### src/hdl/adc_packet_pkg.sv
package adc_packet_pkg;

    // Field widths of the 32-bit output word
    localparam int SAMPLE_WIDTH        = 16;
    localparam int ROW_FIELD_WIDTH     = 6;
    localparam int CHANNEL_FIELD_WIDTH = 8;
    localparam int FRAME_COUNT_WIDTH   = 16;

    // Word-type codes in the top two bits, 00 is never sent
    localparam logic [1:0] WORD_TYPE_HEADER = 2'b01;
    localparam logic [1:0] WORD_TYPE_SAMPLE = 2'b10;
    localparam logic [1:0] WORD_TYPE_FOOTER = 2'b11;

    // Header and footer layout
    typedef struct packed {
        logic [1:0]                   word_type;
        logic [13:0]                  reserved;
        logic [FRAME_COUNT_WIDTH-1:0] frame_count;
    } marker_word_t;

    // Sample layout
    typedef struct packed {
        logic [1:0]                     word_type;
        logic [ROW_FIELD_WIDTH-1:0]     row;
        logic [CHANNEL_FIELD_WIDTH-1:0] channel;
        logic [SAMPLE_WIDTH-1:0]        sample;
    } sample_word_t;

    // The word_type field lines up in both views and tells which one applies
    typedef union packed {
        marker_word_t marker;
        sample_word_t sample;
    } packet_word_u;

endpackage

### src/hdl/adc_packet_top.sv
`timescale 1ns/1ps

module adc_packet_top #(
    parameter int NUM_CHANNELS = 16,
    parameter int ROWS         = 4
) (
    input  logic                                    CLK,
    input  logic                                    reset,
    input  logic                                    sample_valid,
    input  logic [adc_packet_pkg::SAMPLE_WIDTH-1:0] sample_data [NUM_CHANNELS],
    output adc_packet_pkg::packet_word_u            data_out,
    output logic                                    wr_en
);

    import adc_packet_pkg::*;

    localparam int ADDR_W = $clog2(ROWS) + 1;

    logic                         write_en;
    logic [ADDR_W-1:0]            write_addr;
    logic                         frame_ready;
    logic                         ready_bank;
    logic [FRAME_COUNT_WIDTH-1:0] frame_count;
    logic [ADDR_W-1:0]            read_addr;
    logic [SAMPLE_WIDTH-1:0]      read_data [NUM_CHANNELS];

    conversion_sequencer #(
        .ROWS (ROWS)
    ) u_sequencer (
        .CLK          (CLK),
        .reset        (reset),
        .sample_valid (sample_valid),
        .write_en     (write_en),
        .write_addr   (write_addr),
        .frame_ready  (frame_ready),
        .ready_bank   (ready_bank),
        .frame_count  (frame_count)
    );

    // One buffer per ADC channel, all sharing the write and read addresses
    for (genvar ch = 0; ch < NUM_CHANNELS; ch++)
    begin : g_channel
        channel_capture #(
            .ROWS (ROWS)
        ) u_capture (
            .CLK          (CLK),
            .reset        (reset),
            .sample_valid (sample_valid),
            .sample_in    (sample_data[ch]),
            .write_en     (write_en),
            .write_addr   (write_addr),
            .read_addr    (read_addr),
            .read_data    (read_data[ch])
        );
    end

    packet_assembler #(
        .NUM_CHANNELS (NUM_CHANNELS),
        .ROWS         (ROWS)
    ) u_assembler (
        .CLK          (CLK),
        .reset        (reset),
        .frame_ready  (frame_ready),
        .ready_bank   (ready_bank),
        .frame_count  (frame_count),
        .read_data    (read_data),
        .read_addr    (read_addr),
        .data_out     (data_out),
        .wr_en        (wr_en)
    );

endmodule

### src/hdl/channel_capture.sv
`timescale 1ns/1ps

module channel_capture #(
    parameter int ROWS = 4
) (
    input  logic                                    CLK,
    input  logic                                    reset,
    input  logic                                    sample_valid,
    input  logic [adc_packet_pkg::SAMPLE_WIDTH-1:0] sample_in,
    input  logic                                    write_en,
    input  logic [$clog2(ROWS):0]                   write_addr,
    input  logic [$clog2(ROWS):0]                   read_addr,
    output logic [adc_packet_pkg::SAMPLE_WIDTH-1:0] read_data
);

    import adc_packet_pkg::*;

    localparam int ROW_W = $clog2(ROWS);
    localparam int IDX_W = ROW_W + 1;

    logic [SAMPLE_WIDTH-1:0] sample_reg;
    logic [SAMPLE_WIDTH-1:0] buffer [2*ROWS];

    // Bank 1 sits directly above bank 0, so ROWS need not be a power of two
    function automatic logic [IDX_W-1:0] buffer_index(input logic [IDX_W-1:0] addr);
        logic [IDX_W-1:0] row_part;
        row_part = {1'b0, addr[ROW_W-1:0]};
        return addr[ROW_W] ? row_part + IDX_W'(ROWS) : row_part;
    endfunction

    always_ff @(posedge CLK)
    begin
        if (sample_valid)
        begin
            sample_reg <= sample_in;
        end
        if (write_en)
        begin
            buffer[buffer_index(write_addr)] <= sample_reg;
        end
    end

    // One-cycle read port, free to drain one bank while the other fills
    always_ff @(posedge CLK)
    begin
        if (reset)
        begin
            read_data <= '0;
        end
        else
        begin
            read_data <= buffer[buffer_index(read_addr)];
        end
    end

endmodule

### src/hdl/conversion_sequencer.sv
`timescale 1ns/1ps

module conversion_sequencer #(
    parameter int ROWS = 4
) (
    input  logic                                         CLK,
    input  logic                                         reset,
    input  logic                                         sample_valid,
    output logic                                         write_en,
    output logic [$clog2(ROWS):0]                        write_addr,
    output logic                                         frame_ready,
    output logic                                         ready_bank,
    output logic [adc_packet_pkg::FRAME_COUNT_WIDTH-1:0] frame_count
);

    localparam int ROW_W = $clog2(ROWS);

    logic [ROW_W-1:0] row;
    logic             bank;
    logic             last_row;

    assign last_row = (row == ROW_W'(ROWS - 1));

    // Row and bank pointers, plus the strobes that follow each conversion
    always_ff @(posedge CLK)
    begin
        if (reset)
        begin
            row         <= '0;
            bank        <= 1'b0;
            write_en    <= 1'b0;
            frame_ready <= 1'b0;
            frame_count <= '0;
        end
        else
        begin
            write_en    <= sample_valid;
            frame_ready <= sample_valid && last_row;

            // The number is held through the pulse and moves on right after it
            if (frame_ready)
            begin
                frame_count <= frame_count + 1'b1;
            end

            if (sample_valid)
            begin
                if (last_row)
                begin
                    row  <= '0;
                    bank <= ~bank;
                end
                else
                begin
                    row <= row + 1'b1;
                end
            end
        end
    end

    // Address of the conversion being written, and the bank that just filled
    always_ff @(posedge CLK)
    begin
        if (sample_valid)
        begin
            write_addr <= {bank, row};
            if (last_row)
            begin
                ready_bank <= bank;
            end
        end
    end

endmodule

### src/hdl/packet_assembler.sv
`timescale 1ns/1ps

module packet_assembler #(
    parameter int NUM_CHANNELS = 16,
    parameter int ROWS         = 4
) (
    input  logic                                         CLK,
    input  logic                                         reset,
    input  logic                                         frame_ready,
    input  logic                                         ready_bank,
    input  logic [adc_packet_pkg::FRAME_COUNT_WIDTH-1:0] frame_count,
    input  logic [adc_packet_pkg::SAMPLE_WIDTH-1:0]      read_data [NUM_CHANNELS],
    output logic [$clog2(ROWS):0]                        read_addr,
    output adc_packet_pkg::packet_word_u                 data_out,
    output logic                                         wr_en
);

    import adc_packet_pkg::*;

    localparam int ROW_W = $clog2(ROWS);
    localparam int CH_W  = (NUM_CHANNELS > 1) ? $clog2(NUM_CHANNELS) : 1;

    localparam logic [1:0] ST_IDLE   = 2'd0;
    localparam logic [1:0] ST_SAMPLE = 2'd1;
    localparam logic [1:0] ST_FOOTER = 2'd2;

    logic [1:0]                   state;
    logic                         bank_q;
    logic [FRAME_COUNT_WIDTH-1:0] frame_q;

    // Address stage counters and their one-cycle-delayed copies
    logic [ROW_W-1:0] row_a;
    logic [CH_W-1:0]  chan_a;
    logic [ROW_W-1:0] row_d;
    logic [CH_W-1:0]  chan_d;

    logic last_chan_a;
    logic last_row_a;
    logic last_d;
    logic advance;

    assign last_chan_a = (chan_a == CH_W'(NUM_CHANNELS - 1));
    assign last_row_a  = (row_a == ROW_W'(ROWS - 1));
    assign last_d      = (row_d == ROW_W'(ROWS - 1)) && (chan_d == CH_W'(NUM_CHANNELS - 1));

    // The first address goes out in the frame_ready cycle itself, so the
    // first sample is ready right behind the header
    assign advance = ((state == ST_IDLE) && frame_ready)
                  || ((state == ST_SAMPLE) && !last_d);

    // Whole rows are read at once, the channel index only picks the lane
    assign read_addr = {(state == ST_IDLE) ? ready_bank : bank_q, row_a};

    always_ff @(posedge CLK)
    begin
        if (reset)
        begin
            row_a  <= '0;
            chan_a <= '0;
        end
        else if (advance)
        begin
            if (last_chan_a)
            begin
                chan_a <= '0;
                row_a  <= last_row_a ? '0 : row_a + 1'b1;
            end
            else
            begin
                chan_a <= chan_a + 1'b1;
            end
        end
    end

    // Matches the one-cycle read latency of the channel buffers
    always_ff @(posedge CLK)
    begin
        row_d  <= row_a;
        chan_d <= chan_a;
    end

    always_ff @(posedge CLK)
    begin
        if (reset)
        begin
            state <= ST_IDLE;
            wr_en <= 1'b0;
        end
        else
        begin
            case (state)
                ST_IDLE:
                begin
                    wr_en <= frame_ready;
                    if (frame_ready)
                    begin
                        state <= ST_SAMPLE;
                    end
                end
                ST_SAMPLE:
                begin
                    wr_en <= 1'b1;
                    if (last_d)
                    begin
                        state <= ST_FOOTER;
                    end
                end
                ST_FOOTER:
                begin
                    wr_en <= 1'b1;
                    state <= ST_IDLE;
                end
                default:
                begin
                    wr_en <= 1'b0;
                    state <= ST_IDLE;
                end
            endcase
        end
    end

    // Output word, packed through whichever view its type calls for
    always_ff @(posedge CLK)
    begin
        case (state)
            ST_IDLE:
            begin
                if (frame_ready)
                begin
                    bank_q          <= ready_bank;
                    frame_q         <= frame_count;
                    data_out.marker <= '{word_type:   WORD_TYPE_HEADER,
                                         reserved:    '0,
                                         frame_count: frame_count};
                end
            end
            ST_SAMPLE:
            begin
                data_out.sample <= '{word_type: WORD_TYPE_SAMPLE,
                                     row:       ROW_FIELD_WIDTH'(row_d),
                                     channel:   CHANNEL_FIELD_WIDTH'(chan_d),
                                     sample:    read_data[chan_d]};
            end
            ST_FOOTER:
            begin
                data_out.marker <= '{word_type:   WORD_TYPE_FOOTER,
                                     reserved:    '0,
                                     frame_count: frame_q};
            end
            default:
            begin
                data_out <= data_out;
            end
        endcase
    end

endmodule

### config.mk
export PLATFORM = sky130hd
export DESIGN_NAME = adc_packet_top
export DESIGN_NICKNAME = d
export VERILOG_FILES = /design/src/hdl/adc_packet_pkg.sv /design/src/hdl/adc_packet_top.sv /design/src/hdl/channel_capture.sv /design/src/hdl/conversion_sequencer.sv /design/src/hdl/packet_assembler.sv
export SDC_FILE = /design/constraint.sdc
export NUM_CORES = 2
export LEC_CHECK = 0
export ABC_AREA = 1
export ABC_CLOCK_PERIOD_IN_PS = 11000
export BUFFER_PORTS_ARGS = -buffer_cell sky130_fd_sc_hd__buf_2
export CORE_MARGIN = 2
export CORE_UTILIZATION = 45
export CTS_CLUSTER_DIAMETER = 60
export DETAILED_ROUTE_END_ITERATION = 12
export PLACE_DENSITY_LB_ADDON = 0.1
export RECOVER_POWER = 50
export SLEW_MARGIN = 20
export SYNTH_ARGS = -nofsm -noshare
export SYNTH_HDL_FRONTEND = slang
export SYNTH_SLANG_ARGS = --single-unit
### constraint.sdc
create_clock -name CLK -period 11 [get_ports CLK]
set_input_delay 3.3 -clock CLK [delete_from_list [all_inputs] [get_ports CLK]]
set_output_delay 3.3 -clock CLK [all_outputs]
set_load 0.005 [all_outputs]
==> impl_metrics.env <==
export IMPL_total_leakage_power_uw=0.03861
export IMPL_tightest_slew_ns=4.674
export IMPL_critical_path_most_common_cell="buf_4"
export IMPL_clkPwrFrac_pct=40.0
export IMPL_design_area_sq_mm=0.1126
export IMPL_yosys_top_cells_area="edfxtp_1 (71%), o21ai_0 (6.2%), nor2_1 (6.1%), dfxtp_1 (5.9%), nand2_1 (1.9%)"
export IMPL_pwr_density_cell_mw_per_mm2=210.4
export IMPL_wl_mm=270.2
export IMPL_place_congestion=0.8567
export IMPL_grt_setup_unrepaired="no"
export IMPL_vias_per_cell=5.436
export IMPL_critPathSlowestCell="clkbuf_1"
export IMPL_syn_area_sq_mm=0.09979
export IMPL_synth_common_cells="edfxtp_1 (2,349), nor2_1 (1,616), o21ai_0 (1,240)"
export IMPL_cts_clk_slew_worst_paths_ns=0.06
export IMPL_clockRootBuffer="clkbuf_16"
export IMPL_cpPeakStageDelay_ns=3.24
export IMPL_cts_tree="done"
export IMPL_synthFlopType="edfxtp_1"
export IMPL_crit_type="register to register"
export IMPL_required_ns=11.52
export IMPL_maxSlewViolCount=426
export IMPL_hpwl_mm=139.6
export IMPL_die_w_microns=474.9
export IMPL_area_delta_synth_final_pct=12.79
export IMPL_hold_class="register to register"
export IMPL_slew_headroom_pct=-211.6
export IMPL_tns_ns=0
export IMPL_yosysMostFrequentCell="edfxtp_1"
export IMPL_violations="max-capacitance violations, max-slew violations"
export IMPL_cts_resized=0
export IMPL_cap_violations=11
export IMPL_ioPinCount=292
export IMPL_drive_gt1_share_pct=9.292
export IMPL_combPwrFrac_pct=9.3
export IMPL_synth_area_per_cell_sq_um=12.90
export IMPL_ctsHoldBuffers=0
export IMPL_vias=60270
export IMPL_ant_nets=0
export IMPL_swShare_pct=24.79
export IMPL_cts_max_path_buffers=4
export IMPL_cp_end_kind="register"
export IMPL_synth_edf_count=2349
export IMPL_crit_chain="inv_1 > nand2_1 > nor2_4 > clkbuf_1 > buf_4 > buf_4"
export IMPL_power_switching_uw=5870
export IMPL_core_area_sq_mm=0.2202
export IMPL_clock_sinks=2641
export IMPL_drc=0
export IMPL_netlist_area_leader_share_pct=70.68
export IMPL_wl_met3_mm=15.56
export IMPL_drtIter0Drc=5730
export IMPL_fillerInstances=18830
export IMPL_max_clock_freq_ghz=0.1574
export IMPL_wl_met2_mm=123.9
export IMPL_finalCritPeriodShare_pct=57.74
export IMPL_arrival_ns=6.88
export IMPL_peakVddDrop_v=0.0001615
export IMPL_initial_core_util_pct=45.33
export IMPL_yosysTopAreaCell="edfxtp_1"
export IMPL_grt_pass1_vias=56860
export IMPL_top_layer_used="met4"
export IMPL_fin_skew_ns=0.05115
export IMPL_overflow=0
export IMPL_drtPass1Iterations=6
export IMPL_ys_ff_latch=2641
export IMPL_p_int_uw=17810
export IMPL_wl_per_cell_microns=24.37
export IMPL_seqPwrFrac_pct=50.7
export IMPL_grt_first_pass_wirelength_mm=393.5
export IMPL_synth_seq_area_share_pct=76.54
export IMPL_period_minus_slack_ns=6.352
export IMPL_synthCells=7737
export IMPL_dpl_cell_area_sq_mm=0.1033
export IMPL_cts_buffers=297
export IMPL_critPathLaunchType="register"
export IMPL_synth_distinct_cells=26
export IMPL_cp_max_fo=54
export IMPL_hold_viol=0
export IMPL_async_reset_ff_share_pct=0
export IMPL_largest_reg_flops=2048
export IMPL_die_height_microns=474.9
export IMPL_insertion_delay_ns=0.92
export IMPL_finalSetupViolations=0
export IMPL_io_buffers=283
export IMPL_wirelength_met1_mm=122.3
export IMPL_ys_warn_count=0
export IMPL_track_usage_pct=23.60
export IMPL_dieArea_sq_mm=0.2255
export IMPL_htree_levels=5
export IMPL_grt_max_degree=245
export IMPL_outcome="complete, but fails checks"
export IMPL_post_cts_buffers=0
export IMPL_fin_nets=8176
export IMPL_antenna_found_initial=9
export IMPL_row_count=172
-- kinds of logic after synthesis --
kind of cell | count (synthesis) | share of synthesized area, %
AND/OR/NAND/NOR | 2282 | 8.780
AO/OA/AOI/OAI | 2107 | 11.21
adder cells (fa/ha/maj) | 11 | 0.1379
XOR/XNOR | 2 | 0.01756
buffers and inverters | 693 | 3.305
other | 1 | 0.003758
flip-flops | 2641 | 76.54
-- worst max-delay path, delay by kind of cell (launching register included) --
family	cells	cell delay (ns)
buf+inv	4	5.22
flops	1	0.42
simple gates	2	0.18
-- placed cells by master, fill, tap and decap left out, types with 11 or more instances in the layout --
cell type and count:
dfxtp_1 289, a21oi_1 276, ha_1 11, nand3_1 138, clkbuf_8 31, buf_12 23
edfxtp_1 2349, buf_4 41, clkinv_1 39, clkbuf_16 305, o21a_1 257, buf_2 282
clkinv_2 32, o21ai_0 1240, inv_1 195, o21ai_1 333, nor2_1 1615, nand2_1 517
clkbuf_1 90, bufinv_16 15
-- power by group through the flow --
| stage | combinational [uW] | clock, uW | sequential, uW |
|---|---|---|---|
| floorplan | 1210 | 0 | 12000 |
| finish | 2200 | 9480 | 12000 |
| detailed placement | 2210 | 0 | 12200 |
| global route | 2360 | 10100 | 12000 |
| global placement | 2190 | 0 | 12200 |
| CTS | 2220 | 9680 | 12000 |
-- stage by stage --
stage	std cells	worst slack (ns)	hold WS [ns]	total power (uW)	util, %
after floorplan	7744	-1.034	0.3497	13200	-
after global placement	10560	5.513	0.3774	14390	46.94
after detailed placement	10560	5.383	0.3765	14410	46.94
after CTS	11080	5.968	0.3841	23900	51.15
after global routing	11080	4.351	0.4025	24470	51.12
final	11090	4.648	0.3858	23680	51.12
-- path summary, 6_finish.rpt --
| check | start | endpoint | slack [ns] | cells past startpoint |
|---|---|---|---|---|
| setup / recovery | u_sequencer.write_addr[2]$_DFFE_PP_ | g_channel[14].u_capture.buffer[3][4]$_DFFE_PP_ | 4.65 | 6 |
| hold / removal | u_assembler.chan_a[1]$_SDFFE_PP0P_ | u_assembler.chan_d[1]$_DFF_P_ | 0.39 | 0 |
| setup reg to reg | u_sequencer.write_addr[2]$_DFFE_PP_ | g_channel[14].u_capture.buffer[3][4]$_DFFE_PP_ | 4.65 | 6 |
| hold reg to reg | u_assembler.chan_a[1]$_SDFFE_PP0P_ | u_assembler.chan_d[1]$_DFF_P_ | 0.39 | 0 |
-- per-layer routing --
layer	vias up	track usage, %
met5	-	0
met4	0	7.596
met3	419	3.097
met2	1890	36.46
met1	30140	34.68
li1	27820	-
-- area by class of cell --
class                           instances  area [sq um]  share of cell area (%)
Sequential cell                      2641         76390                   67.87
Multi-Input combinational cell       4410         20160                   17.91
Clock buffer                          420          8374                   7.440
Tap cell                             2958          3701                   3.288
Timing Repair Buffer                  354          2245                   1.994
Clock inverter                         98         887.1                  0.7882
Inverter                              202         784.5                  0.6970
Antenna cell                            3         7.507                0.006670
Note: power is estimated with default switching activity, not from simulation.
